[config.mk]
export PLATFORM = sky130hd
export DESIGN_NAME = pisa_pipe_top
export DESIGN_NICKNAME = d
export VERILOG_FILES = /design/src/design/pisa_pipe_pkg.sv /design/src/design/pisa_pipe_alu.sv /design/src/design/pisa_pipe_regfile.sv /design/src/design/pisa_pipe_dpath.sv /design/src/design/pisa_pipe_ctrl.sv /design/src/design/pisa_pipe_top.sv
export SDC_FILE = /design/constraint.sdc
export NUM_CORES = 2
export LEC_CHECK = 0
export BUFFER_PORTS_ARGS = -buffer_cell sky130_fd_sc_hd__clkbuf_2
export CAP_MARGIN = 20
export CORE_MARGIN = 2
export CORE_UTILIZATION = 50
export CTS_BUF_LIST = sky130_fd_sc_hd__clkbuf_4 sky130_fd_sc_hd__clkbuf_8
export DETAILED_ROUTE_END_ITERATION = 10
export PLACE_DENSITY = 0.75
export SLEW_MARGIN = 40
export SYNTH_ARGS = -nofsm -noshare
export SYNTH_HDL_FRONTEND = slang
export SYNTH_SLANG_ARGS = --single-unit
[constraint.sdc]
create_clock -name clk -period 5.6 [get_ports clk]
set_clock_uncertainty 0.15 [all_clocks]
set_input_delay 0.28 -clock clk [delete_from_list [all_inputs] [get_ports clk]]
set_output_delay 0.28 -clock clk [all_outputs]
set_load 0.005 [all_outputs]
[src/design/pisa_pipe_pkg.sv]
// PISA pipeline shared definitions
// Instruction word views, opcode and function fields, control encodings

package pisa_pipe_pkg;

  //------------------------------------------------------------
  // Instruction word, decoded as R, I or J format
  //------------------------------------------------------------

  typedef union packed {
    struct packed {
      logic [5:0] opcode;
      logic [4:0] rs;
      logic [4:0] rt;
      logic [4:0] rd;
      logic [4:0] shamt;
      logic [5:0] func;
    } r_fmt;
    struct packed {
      logic [5:0]  opcode;
      logic [4:0]  rs;
      logic [4:0]  rt;
      logic [15:0] imm;
    } i_fmt;
    struct packed {
      logic [5:0]  opcode;
      logic [25:0] target;
    } j_fmt;
  } pisa_inst_t;

  // Opcodes
  localparam logic [5:0] op_special = 6'h00;
  localparam logic [5:0] op_j       = 6'h02;
  localparam logic [5:0] op_bne     = 6'h05;
  localparam logic [5:0] op_addiu   = 6'h09;
  localparam logic [5:0] op_ori     = 6'h0d;
  localparam logic [5:0] op_lui     = 6'h0f;
  localparam logic [5:0] op_cop0    = 6'h10;
  localparam logic [5:0] op_lw      = 6'h23;

  // Function field of special ops
  localparam logic [5:0] fn_sll  = 6'h00;
  localparam logic [5:0] fn_addu = 6'h21;
  localparam logic [5:0] fn_subu = 6'h23;
  localparam logic [5:0] fn_and  = 6'h24;
  localparam logic [5:0] fn_or   = 6'h25;

  // cop0 ops live in the rs field
  localparam logic [4:0] cop0_mf = 5'h00;
  localparam logic [4:0] cop0_mt = 5'h04;

  //------------------------------------------------------------
  // Control encodings
  //------------------------------------------------------------

  localparam logic [3:0] alu_add    = 4'd0;
  localparam logic [3:0] alu_sub    = 4'd1;
  localparam logic [3:0] alu_and    = 4'd2;
  localparam logic [3:0] alu_or     = 4'd3;
  localparam logic [3:0] alu_sll    = 4'd4;
  localparam logic [3:0] alu_cp_op0 = 4'd5;
  localparam logic [3:0] alu_cp_op1 = 4'd6;

  localparam logic [1:0] pc_plus4  = 2'd0;
  localparam logic [1:0] pc_branch = 2'd1;
  localparam logic [1:0] pc_jump   = 2'd2;
  localparam logic [1:0] pc_hold   = 2'd3;

  localparam logic [1:0] op0_shamt   = 2'd0;
  localparam logic [1:0] op0_rs      = 2'd1;
  localparam logic [1:0] op0_sixteen = 2'd2;

  localparam logic [2:0] op1_rt       = 3'd0;
  localparam logic [2:0] op1_imm_sext = 3'd1;
  localparam logic [2:0] op1_pc_plus4 = 3'd2;
  localparam logic [2:0] op1_imm_zext = 3'd3;
  localparam logic [2:0] op1_mngr     = 3'd4;

endpackage

[src/design/pisa_pipe_alu.sv]
// PISA pipeline ALU
// Arithmetic, logic, shift and operand copy, plus equality for bne

module pisa_pipe_alu (
  input  logic [31:0] in0,
  input  logic [31:0] in1,
  input  logic [3:0]  fn,
  output logic [31:0] out,
  output logic        ops_eq
);

  import pisa_pipe_pkg::*;

  always_comb begin
    case (fn)
      alu_add: begin
        out = in0 + in1;
      end
      alu_sub: begin
        out = in0 - in1;
      end
      alu_and: begin
        out = in0 & in1;
      end
      alu_or: begin
        out = in0 | in1;
      end
      // Shift amount comes in on in0
      alu_sll: begin
        out = in1 << in0[4:0];
      end
      alu_cp_op0: begin
        out = in0;
      end
      alu_cp_op1: begin
        out = in1;
      end
      default: begin
        out = 32'd0;
      end
    endcase
  end

  // Branch condition, independent of fn
  assign ops_eq = (in0 == in1);

endmodule

[src/design/pisa_pipe_regfile.sv]
// PISA register file
// 32 entries, two combinational reads, one clocked write, r0 reads zero

module pisa_pipe_regfile (
  input  logic        clk,
  input  logic        reset,
  input  logic [4:0]  read_addr0,
  output logic [31:0] read_data0,
  input  logic [4:0]  read_addr1,
  output logic [31:0] read_data1,
  input  logic        write_en,
  input  logic [4:0]  write_addr,
  input  logic [31:0] write_data
);

  logic [31:0] regs [0:31];

  // No writes while the core is in reset, r0 never written
  always_ff @(posedge clk) begin
    if (!reset && write_en && (write_addr != 5'd0)) begin
      regs[write_addr] <= write_data;
    end
  end

  assign read_data0 = (read_addr0 == 5'd0) ? 32'd0 : regs[read_addr0];
  assign read_data1 = (read_addr1 == 5'd0) ? 32'd0 : regs[read_addr1];

endmodule

[src/design/pisa_pipe_dpath.sv]
// PISA five-stage pipeline datapath
// PC selection, decode operands, execute, memory and writeback registers

module pisa_pipe_dpath #(
  parameter logic [31:0] reset_vector = 32'h1000
) (
  input  logic                      clk,
  input  logic                      reset,

  // Instruction and data memory
  output logic [31:0]               imem_addr,
  input  logic [31:0]               imem_data,
  output logic [31:0]               dmem_addr,
  input  logic [31:0]               dmem_data,

  // Manager
  input  logic [31:0]               from_mngr_data,
  output logic [31:0]               to_mngr_data,

  // Control from the controller
  input  logic [1:0]                pc_sel_f,
  input  logic                      reg_en_f,
  input  logic                      reg_en_d,
  input  logic                      reg_en_x,
  input  logic                      reg_en_m,
  input  logic                      reg_en_w,
  input  logic [1:0]                op0_sel_d,
  input  logic [2:0]                op1_sel_d,
  input  logic [3:0]                alu_fn_x,
  input  logic                      wb_sel_m,
  input  logic [4:0]                rf_waddr_w,
  input  logic                      rf_wen_w,

  // Status back to the controller
  output pisa_pipe_pkg::pisa_inst_t inst_d,
  output logic                      br_eq_x
);

  import pisa_pipe_pkg::*;

  // sll r0, r0, 0
  localparam logic [31:0] nop_inst = 32'h0000_0000;

  logic [31:0] br_target_x;
  logic [31:0] j_target_d;
  logic [31:0] rf_wdata_w;

  //------------------------------------------------------------
  // F stage
  //------------------------------------------------------------

  logic [31:0] pc_f;
  logic [31:0] pc_plus4_f;
  logic [31:0] pc_next_f;

  // Starts one word early so the first fetch is the reset vector
  always_ff @(posedge clk) begin
    if (reset) begin
      pc_f <= reset_vector - 32'd4;
    end else if (reg_en_f) begin
      pc_f <= pc_next_f;
    end
  end

  assign pc_plus4_f = pc_f + 32'd4;

  always_comb begin
    case (pc_sel_f)
      pc_branch: pc_next_f = br_target_x;
      pc_jump:   pc_next_f = j_target_d;
      pc_hold:   pc_next_f = pc_f;
      default:   pc_next_f = pc_plus4_f;
    endcase
  end

  // Memory answers next cycle, when this address sits in pc_f
  assign imem_addr = pc_next_f;

  //------------------------------------------------------------
  // D stage
  //------------------------------------------------------------

  logic [31:0] pc_plus4_d;
  logic [31:0] imm_sext_d;
  logic [31:0] imm_zext_d;
  logic [31:0] shamt_zext_d;
  logic [31:0] rf_rdata0_d;
  logic [31:0] rf_rdata1_d;
  logic [31:0] op0_d;
  logic [31:0] op1_d;
  logic [31:0] br_target_d;

  always_ff @(posedge clk) begin
    if (reset) begin
      inst_d <= nop_inst;
    end else if (reg_en_d) begin
      inst_d <= imem_data;
    end
  end

  always_ff @(posedge clk) begin
    if (reg_en_d) begin
      pc_plus4_d <= pc_plus4_f;
    end
  end

  assign imm_sext_d   = {{16{inst_d.i_fmt.imm[15]}}, inst_d.i_fmt.imm};
  assign imm_zext_d   = {16'd0, inst_d.i_fmt.imm};
  assign shamt_zext_d = {27'd0, inst_d.r_fmt.shamt};

  pisa_pipe_regfile rfile_i (
    .clk        (clk),
    .reset      (reset),
    .read_addr0 (inst_d.r_fmt.rs),
    .read_data0 (rf_rdata0_d),
    .read_addr1 (inst_d.r_fmt.rt),
    .read_data1 (rf_rdata1_d),
    .write_en   (rf_wen_w),
    .write_addr (rf_waddr_w),
    .write_data (rf_wdata_w)
  );

  always_comb begin
    case (op0_sel_d)
      op0_rs:      op0_d = rf_rdata0_d;
      op0_sixteen: op0_d = 32'd16;
      default:     op0_d = shamt_zext_d;
    endcase
  end

  always_comb begin
    case (op1_sel_d)
      op1_imm_sext: op1_d = imm_sext_d;
      op1_pc_plus4: op1_d = pc_plus4_d;
      op1_imm_zext: op1_d = imm_zext_d;
      op1_mngr:     op1_d = from_mngr_data;
      default:      op1_d = rf_rdata1_d;
    endcase
  end

  // Branch resolves in X, jump goes straight from D
  assign br_target_d = pc_plus4_d + {imm_sext_d[29:0], 2'b00};
  assign j_target_d  = {pc_plus4_d[31:28], inst_d.j_fmt.target, 2'b00};

  //------------------------------------------------------------
  // X stage
  //------------------------------------------------------------

  logic [31:0] op0_x;
  logic [31:0] op1_x;
  logic [31:0] alu_result_x;

  always_ff @(posedge clk) begin
    if (reg_en_x) begin
      op0_x       <= op0_d;
      op1_x       <= op1_d;
      br_target_x <= br_target_d;
    end
  end

  pisa_pipe_alu alu_i (
    .in0    (op0_x),
    .in1    (op1_x),
    .fn     (alu_fn_x),
    .out    (alu_result_x),
    .ops_eq (br_eq_x)
  );

  assign dmem_addr = alu_result_x;

  //------------------------------------------------------------
  // M and W stages
  //------------------------------------------------------------

  logic [31:0] ex_result_m;
  logic [31:0] wb_result_m;
  logic [31:0] wb_result_w;

  always_ff @(posedge clk) begin
    if (reg_en_m) begin
      ex_result_m <= alu_result_x;
    end
  end

  // Load data arrives here
  assign wb_result_m = wb_sel_m ? dmem_data : ex_result_m;

  always_ff @(posedge clk) begin
    if (reg_en_w) begin
      wb_result_w <= wb_result_m;
    end
  end

  assign rf_wdata_w   = wb_result_w;
  assign to_mngr_data = wb_result_w;

  // Every fetch address, including branch and jump targets, is a word
  imem_addr_aligned: assert property (
    @(posedge clk) disable iff (reset) imem_addr[1:0] == 2'b00
  );

endmodule

[src/design/pisa_pipe_ctrl.sv]
// PISA five-stage pipeline controller
// Stage valid bits, instruction decode, RAW stalls, squashes, manager strobes

module pisa_pipe_ctrl (
  input  logic                      clk,
  input  logic                      reset,
  input  pisa_pipe_pkg::pisa_inst_t inst_d,
  input  logic                      br_eq_x,

  output logic [1:0]                pc_sel_f,
  output logic                      reg_en_f,
  output logic                      reg_en_d,
  output logic                      reg_en_x,
  output logic                      reg_en_m,
  output logic                      reg_en_w,
  output logic [1:0]                op0_sel_d,
  output logic [2:0]                op1_sel_d,
  output logic [3:0]                alu_fn_x,
  output logic                      wb_sel_m,
  output logic [4:0]                rf_waddr_w,
  output logic                      rf_wen_w,

  output logic                      from_mngr_rd,
  output logic                      to_mngr_val
);

  import pisa_pipe_pkg::*;

  logic       val_f;
  logic       val_d;
  logic       val_x;
  logic       val_m;
  logic       val_w;
  logic       stall_d;
  logic       go_d;
  logic       j_taken_d;
  logic       br_taken_x;

  // Decoded D fields
  logic       rs_en_d;
  logic       rt_en_d;
  logic       wen_d;
  logic [4:0] waddr_d;
  logic [3:0] alu_fn_d;
  logic       wb_sel_d;
  logic       br_d;
  logic       j_d;
  logic       mfc0_d;
  logic       mtc0_d;

  // Fields carried down the pipe
  logic       wen_x;
  logic       wen_m;
  logic       wen_w;
  logic [4:0] waddr_x;
  logic [4:0] waddr_m;
  logic       wb_sel_x;
  logic       br_x;
  logic       mtc0_x;
  logic       mtc0_m;
  logic       mtc0_w;
  logic       raw_x;
  logic       raw_m;
  logic       raw_w;

  //------------------------------------------------------------
  // Decode
  //------------------------------------------------------------

  always_comb begin
    // anything unknown decodes as a nop
    rs_en_d   = 1'b0;
    rt_en_d   = 1'b0;
    wen_d     = 1'b0;
    waddr_d   = inst_d.i_fmt.rt;
    op0_sel_d = op0_rs;
    op1_sel_d = op1_rt;
    alu_fn_d  = alu_add;
    wb_sel_d  = 1'b0;
    br_d      = 1'b0;
    j_d       = 1'b0;
    mfc0_d    = 1'b0;
    mtc0_d    = 1'b0;
    case (inst_d.r_fmt.opcode)
      op_special: begin
        wen_d   = 1'b1;
        rt_en_d = 1'b1;
        rs_en_d = 1'b1;
        waddr_d = inst_d.r_fmt.rd;
        case (inst_d.r_fmt.func)
          fn_addu: alu_fn_d = alu_add;
          fn_subu: alu_fn_d = alu_sub;
          fn_and:  alu_fn_d = alu_and;
          fn_or:   alu_fn_d = alu_or;
          fn_sll: begin
            rs_en_d   = 1'b0;
            op0_sel_d = op0_shamt;
            alu_fn_d  = alu_sll;
          end
          default: begin
            wen_d   = 1'b0;
            rt_en_d = 1'b0;
            rs_en_d = 1'b0;
          end
        endcase
      end
      op_addiu, op_lw: begin
        rs_en_d   = 1'b1;
        wen_d     = 1'b1;
        op1_sel_d = op1_imm_sext;
        wb_sel_d  = (inst_d.i_fmt.opcode == op_lw);
      end
      op_ori: begin
        rs_en_d   = 1'b1;
        wen_d     = 1'b1;
        op1_sel_d = op1_imm_zext;
        alu_fn_d  = alu_or;
      end
      // Immediate shifted up by sixteen
      op_lui: begin
        wen_d     = 1'b1;
        op0_sel_d = op0_sixteen;
        op1_sel_d = op1_imm_zext;
        alu_fn_d  = alu_sll;
      end
      op_bne: begin
        rs_en_d  = 1'b1;
        rt_en_d  = 1'b1;
        br_d     = 1'b1;
        alu_fn_d = alu_sub;
      end
      op_j: j_d = 1'b1;
      op_cop0: begin
        alu_fn_d = alu_cp_op1;
        if (inst_d.r_fmt.rs == cop0_mf) begin
          wen_d     = 1'b1;
          op1_sel_d = op1_mngr;
          mfc0_d    = 1'b1;
        end else if (inst_d.r_fmt.rs == cop0_mt) begin
          rt_en_d = 1'b1;
          mtc0_d  = 1'b1;
        end
      end
      default: ;
    endcase
  end

  //------------------------------------------------------------
  // Hazards and pipeline control
  //------------------------------------------------------------

  // True when a later stage will write a register D still has to read
  function automatic logic raw_hit(
    input logic       val,
    input logic       wen,
    input logic [4:0] waddr,
    input logic       rs_en,
    input logic       rt_en,
    input logic [4:0] rs,
    input logic [4:0] rt
  );
    raw_hit = val && wen && (waddr != 5'd0) &&
              ((rs_en && (waddr == rs)) || (rt_en && (waddr == rt)));
  endfunction

  assign raw_x = raw_hit(val_x, wen_x, waddr_x, rs_en_d, rt_en_d,
                         inst_d.r_fmt.rs, inst_d.r_fmt.rt);
  assign raw_m = raw_hit(val_m, wen_m, waddr_m, rs_en_d, rt_en_d,
                         inst_d.r_fmt.rs, inst_d.r_fmt.rt);
  assign raw_w = raw_hit(val_w, wen_w, rf_waddr_w, rs_en_d, rt_en_d,
                         inst_d.r_fmt.rs, inst_d.r_fmt.rt);

  assign br_taken_x = val_x && br_x && !br_eq_x;
  assign stall_d    = val_d && !br_taken_x && (raw_x || raw_m || raw_w);
  assign j_taken_d  = val_d && j_d && !br_taken_x;
  assign go_d       = val_d && !stall_d && !br_taken_x;

  assign reg_en_f = !stall_d;
  assign reg_en_d = !stall_d;
  assign reg_en_x = 1'b1;
  assign reg_en_m = 1'b1;
  assign reg_en_w = 1'b1;

  // Branch in X wins over everything younger
  always_comb begin
    if (br_taken_x) begin
      pc_sel_f = pc_branch;
    end else if (stall_d) begin
      pc_sel_f = pc_hold;
    end else if (j_taken_d) begin
      pc_sel_f = pc_jump;
    end else begin
      pc_sel_f = pc_plus4;
    end
  end

  //------------------------------------------------------------
  // Stage registers
  //------------------------------------------------------------

  always_ff @(posedge clk) begin
    if (reset) begin
      val_f <= 1'b0;
      val_d <= 1'b0;
    end else begin
      // Fetch data is good from the second cycle on
      val_f <= 1'b1;
      if (reg_en_d) begin
        val_d <= val_f && !j_taken_d && !br_taken_x;
      end
    end
  end

  always_ff @(posedge clk) begin
    if (reset) begin
      val_x <= 1'b0;
      val_m <= 1'b0;
      val_w <= 1'b0;
      wen_x <= 1'b0;
      wen_m <= 1'b0;
      wen_w <= 1'b0;
      br_x <= 1'b0;
      mtc0_x <= 1'b0;
      mtc0_m <= 1'b0;
      mtc0_w <= 1'b0;
      wb_sel_x <= 1'b0;
      wb_sel_m <= 1'b0;
      alu_fn_x <= alu_add;
      waddr_x <= 5'd0;
      waddr_m <= 5'd0;
      rf_waddr_w <= 5'd0;
    end else begin
      if (reg_en_x) begin
        val_x    <= go_d;
        wen_x    <= wen_d;
        waddr_x  <= waddr_d;
        alu_fn_x <= alu_fn_d;
        wb_sel_x <= wb_sel_d;
        br_x     <= br_d;
        mtc0_x   <= mtc0_d;
      end
      if (reg_en_m) begin
        val_m    <= val_x;
        wen_m    <= wen_x;
        waddr_m  <= waddr_x;
        wb_sel_m <= wb_sel_x;
        mtc0_m   <= mtc0_x;
      end
      if (reg_en_w) begin
        val_w      <= val_m;
        wen_w      <= wen_m;
        rf_waddr_w <= waddr_m;
        mtc0_w     <= mtc0_m;
      end
    end
  end

  assign rf_wen_w     = val_w && wen_w;
  assign to_mngr_val  = val_w && mtc0_w;
  assign from_mngr_rd = go_d && mfc0_d && reg_en_x;

  // A taken branch leaves bubbles in D and X, even if D was stalled
  branch_squash: assert property (
    @(posedge clk) disable iff (reset) br_taken_x |=> !val_d && !val_x
  );

  // An mtc0 leaving W goes to the manager and never to the register file
  mngr_out_no_wb: assert property (
    @(posedge clk) disable iff (reset) to_mngr_val |-> !rf_wen_w
  );

endmodule

[src/design/pisa_pipe_top.sv]
// PISA five-stage pipelined core
// Controller and datapath joined by their control and status wires

module pisa_pipe_top #(
  parameter logic [31:0] reset_vector = 32'h1000
) (
  input  logic        clk,
  input  logic        reset,
  output logic [31:0] imem_addr,
  input  logic [31:0] imem_data,
  output logic [31:0] dmem_addr,
  input  logic [31:0] dmem_data,
  input  logic [31:0] from_mngr_data,
  output logic        from_mngr_rd,
  output logic [31:0] to_mngr_data,
  output logic        to_mngr_val
);

  import pisa_pipe_pkg::*;

  pisa_inst_t  inst_d;
  logic        br_eq_x;
  logic [1:0]  pc_sel_f;
  logic        reg_en_f;
  logic        reg_en_d;
  logic        reg_en_x;
  logic        reg_en_m;
  logic        reg_en_w;
  logic [1:0]  op0_sel_d;
  logic [2:0]  op1_sel_d;
  logic [3:0]  alu_fn_x;
  logic        wb_sel_m;
  logic [4:0]  rf_waddr_w;
  logic        rf_wen_w;

  pisa_pipe_ctrl ctrl_i (
    .clk          (clk),
    .reset        (reset),
    .inst_d       (inst_d),
    .br_eq_x      (br_eq_x),
    .pc_sel_f     (pc_sel_f),
    .reg_en_f     (reg_en_f),
    .reg_en_d     (reg_en_d),
    .reg_en_x     (reg_en_x),
    .reg_en_m     (reg_en_m),
    .reg_en_w     (reg_en_w),
    .op0_sel_d    (op0_sel_d),
    .op1_sel_d    (op1_sel_d),
    .alu_fn_x     (alu_fn_x),
    .wb_sel_m     (wb_sel_m),
    .rf_waddr_w   (rf_waddr_w),
    .rf_wen_w     (rf_wen_w),
    .from_mngr_rd (from_mngr_rd),
    .to_mngr_val  (to_mngr_val)
  );

  pisa_pipe_dpath #(
    .reset_vector (reset_vector)
  ) dpath_i (
    .clk            (clk),
    .reset          (reset),
    .imem_addr      (imem_addr),
    .imem_data      (imem_data),
    .dmem_addr      (dmem_addr),
    .dmem_data      (dmem_data),
    .from_mngr_data (from_mngr_data),
    .to_mngr_data   (to_mngr_data),
    .pc_sel_f       (pc_sel_f),
    .reg_en_f       (reg_en_f),
    .reg_en_d       (reg_en_d),
    .reg_en_x       (reg_en_x),
    .reg_en_m       (reg_en_m),
    .reg_en_w       (reg_en_w),
    .op0_sel_d      (op0_sel_d),
    .op1_sel_d      (op1_sel_d),
    .alu_fn_x       (alu_fn_x),
    .wb_sel_m       (wb_sel_m),
    .rf_waddr_w     (rf_waddr_w),
    .rf_wen_w       (rf_wen_w),
    .inst_d         (inst_d),
    .br_eq_x        (br_eq_x)
  );

endmodule

==> results.txt <==
----------------------------------------------------
[Setup path]
  Category of the most critical setup path ... flop to primary output
  WP data arrival ... about 5000 ps
  CP delay by family, top ... compound AO/OA/AOI/OAI gates
  Critical R2R Launch ... dpath_i.op0_x[4]
  Largest fanout on the critical path ... 8
  Critical path's slowest cell ... sky130_fd_sc_hd__o21ai_0
  Critical path, cell by cell ... inv_1 -> ha_1 -> or2_2 -> a221oi_1 -> o211a_1 -> a211oi_1 -> o21ai_0 -> a211oi_1 -> o21ai_0 -> a21oi_1 -> o31ai_1 -> clkbuf_2
  Endpoint kind of the worst setup timing path ... primary output
  Buffers plus inverters on the worst setup path ... 2
  Startpoint kind of the worst setup timing path ... flop
  Critical path data required time ... just over 5000 ps
  Crit. Startpoint ... dpath_i.op1_x[1]
  Worst reg2reg setup slack ... approximately 960 ps
  Maximum cell stage delay along the critical path ... around 630 ps

[STA]
  Minimum clock period ... about 5400 ps
  Total negative slack for setup checks ... 0 ps
  Slew margin rel. ... approximately 38%
  Part of the cycle the worst path needs ... approximately 100%
  Final hold vios ... 0
  Final Max Slew Viols ... 0
  Worst-case hold slack ... 67.1 ps
  Slew at the pin closest to its max-slew limit ... roughly 900 ps
  Number of setup violations in the final report ... 0
  Top achievable clock speed ... approximately 180 MHz

[Floorplanning]
  Boundary pin count ... around 200
  Initial standard-cell utilization of the core ... 50.3%
  Floorplan Core Area ... between 100000 and 150000 sq um
  Area enclosed by the die boundary ... ~130000 sq um
  Site Rows ... between 100 and 150
  Die X-Extent ... around 370 um
  Die Height ... 365 um

[Drt]
  Total DRC errors in the routed layout ... 0
  Drt pass-1 iters ... 6
  Via Count ... approximately 43000
  WL final ... 203 mm
  Antenna viol nets, final ... 0
  Routed length per placed instance ... 31.4 um
  Detail-routed via count per cell ... 6.68
  Detailed Route Iter0 Violations ... 6064

[GRT]
  Grt total ovfl ... 0
  Global-route wire length before repair ... a little under 300 mm
  Global router's overall resource usage ... a little under a third
  Vias in the first global route ... around 43000
  Antenna violations before repair ... 10
  Largest net degree at the start of global routing ... roughly 110

[Synth]
  Synthesis warning total ... 0
  Number of flops mapped to enable cells by yosys ... 1056
  FFs w/ async S/R, synth ... 0%
  Cell count after synthesis ... 4083
  Avg Synthesized Cell Area ... about 16 sq um
  Area of the mapped netlist ... 65200 sq um
  Sequential cell area fraction in the yosys report ... a little under three fifths
  Synth Register Bits ... between 1000 and 1500
  Top flip-flop cell by instance count after synthesis ... sky130_fd_sc_hd__edfxtp_1
  Number of distinct library cells after synthesis ... 86

[Run]
  Count of max-cap constraint violations ... 0

[CTS]
  Total clock buffers created by CTS ... 208
  Worst-path clk slew ... around 60 ps
  Root Buffer Master ... sky130_fd_sc_hd__clkbuf_8
  Number of sinks on the clock net ... about 1300
  Later-pin clock latency in the skew report ... around 940 ps
  Max clock buf depth ... 3
  CTS tree ... yes
  H-tree depth ... 4

[Placement]
  HPWL after detailed placement ... between 100 and 150 mm
  Global placement routability congestion ... approximately 1
  Total of buffers placed on input and output ports ... between 150 and 200
  Placed Instance Area ... between 60000 and 70000 sq um

[Final layout]
  Total non-filler cell area in the finished layout ... 75500 sq um
  Nets@finish ... 4777
  Most frequent standard cell in the layout excluding fill and tap cells ... sky130_fd_sc_hd__edfxtp_1
  Area delta synth->final ... 15.9%
  Most frequent cells in the layout ... sky130_fd_sc_hd__edfxtp_1, sky130_fd_sc_hd__mux4_2, sky130_fd_sc_hd__dfxtp_1, sky130_fd_sc_hd__clkbuf_8, sky130_fd_sc_hd__clkbuf_2
  Layout cells sized above 1 ... roughly a third

[Power]
  Maximum resistive drop on vdd ... about 0.00025 V
  Power Density ... approximately 370 nW/um^2
  Leakage power ... approximately 26 nW

[Worst hold path]
  Min-delay src ... imem_data[16]
  Worst hold path class ... input pin to flop

[Status]
  Run status ... completed

----------------------------------------------------
## layout make-up
type | instances | area, sq um
flip-flops and latches | 1322 | 37100
clock buffers | 303 | 3730
repair buffers | 511 | 4350
inverters | 123 | 464
multi-input cells | 2383 | 27000
fillers | 9578 | 54000
clock inverters | 82 | 702
well taps | 1742 | 2180
diodes | 2 | 5.00
## path summary, 6_finish.rpt
kind | to | depth (start not counted)
hold reg to reg | dpath_i.br_target_x[1] | 0
setup reg to reg | dpath_i.inst_d[1] | 13
setup / recovery | dmem_addr[23] | 12
hold / removal | flop | 4
## cells in the mapped netlist, drive strengths merged (19+ instances only)
library cell / number / area, sq um
nor2b: 32 / 200
o21ai: 156 / 781
a31oi: 19 / 119
a211oi: 26 / 195
clkbuf: 201 / 754
and3: 34 / 213
nand2: 151 / 567
nor3: 35 / 186
nor2: 215 / 810
buf: 85 / 373
a21oi: 150 / 751
or3: 20 / 125
xnor2: 64 / 561
ha: 127 / 1590
and2: 21 / 131
mux4: 663 / 14900
a221oi: 21 / 184
nand3: 63 / 320
mux2i: 126 / 1260
a21o: 25 / 188
mux2: 39 / 439
inv: 122 / 458
o21bai: 20 / 150
xor2: 45 / 394
dfxtp: 266 / 5330
edfxtp: 1056 / 31700
a22oi: 29 / 218
o211ai: 29 / 218
## per-stage QoR
step / util, % / cells / total power (W) / setup WS [ps]
3_5_place_dp: 53.5 / 5908 / 0.0188 / 935
5_1_grt: 58.3 / 6468 / 0.0286 / -0.344
2_1_floorplan: - / 4114 / 0.0163 / 1110
3_3_place_gp: 53.1 / 5887 / 0.0188 / 937
4_1_cts: 58.2 / 6462 / 0.0276 / 88.3
6_report: 58.3 / 6468 / 0.0277 / 156
## state kept, by name, summed over array words and instances (netlist names), 3 cells and up, named ones only
signal,flops
dpath_i.pc_plus4_d,32
ctrl_i.alu_fn_x,3
dpath_i.op0_x,32
dpath_i.inst_d,32
ctrl_i.rf_waddr_w,5
dpath_i.ex_result_m,32
ctrl_i.waddr_x,5
dpath_i.rfile_i.regs,1024
dpath_i.op1_x,32
dpath_i.pc_f,32
ctrl_i.waddr_m,5
dpath_i.to_mngr_data,32
dpath_i.br_target_x,32
## logic make-up (layout without fill, tap and decap cells)
logic type | count (synthesis) | in the layout | synth area share [%]
XOR/XNOR | 109 | 109 | 1.46
multiplexers | 828 | 828 | 25.5
buffers and inverters | 409 | 1019 | 2.44
flip-flops | 1322 | 1322 | 56.8
AND/OR/NAND/NOR | 657 | 657 | 4.87
other | 1 | 34 | 0.00575
AO/OA/AOI/OAI | 627 | 627 | 6.36
adder cells (fa/ha/maj) | 130 | 130 | 2.53
## layer usage
layer	GRT usage, %	share of wire [%]	vias to the layer above
li1	-	-	17600
met1	40.0	35	21900
met2	48.2	47	3131
met3	7.10	12	596
met4	15.0	5.0	4
met5	0	0.013	-
## worst reg2reg max path, cell delays in order (launching register included)
cell and delay, ps:
sky130_fd_sc_hd__dfxtp_1 420, sky130_fd_sc_hd__inv_1 90, sky130_fd_sc_hd__ha_1 430, sky130_fd_sc_hd__or4_1 590, sky130_fd_sc_hd__nand2b_4 170, sky130_fd_sc_hd__or4_4 450
sky130_fd_sc_hd__o311a_1 350, sky130_fd_sc_hd__buf_4 240, sky130_fd_sc_hd__nor3_4 280, sky130_fd_sc_hd__inv_4 150, sky130_fd_sc_hd__buf_6 250, sky130_fd_sc_hd__mux2i_1 260
sky130_fd_sc_hd__nor2_1 60, sky130_fd_sc_hd__dlygate4sd3_1 580
## power by group
group	switching, W	internal (W)	total (W)	leakage [nW]
logic	0.00347	0.00218	0.00565	11.8
registers	0.000980	0.0123	0.0133	11.8
clock network	0.00396	0.00479	0.00875	2.36
total	0.00840	0.0193	0.0277	26.0
## timing repair
item,in CTS,in global routing
endpoints found under the setup margin,10,19
buffers inserted,0,1
endpoints found under the hold margin,165,0
gates resized for setup,3,5
pin swaps,0,1
hold buffers,169,0
No activity file was read; power rests on OpenSTA's default activity.
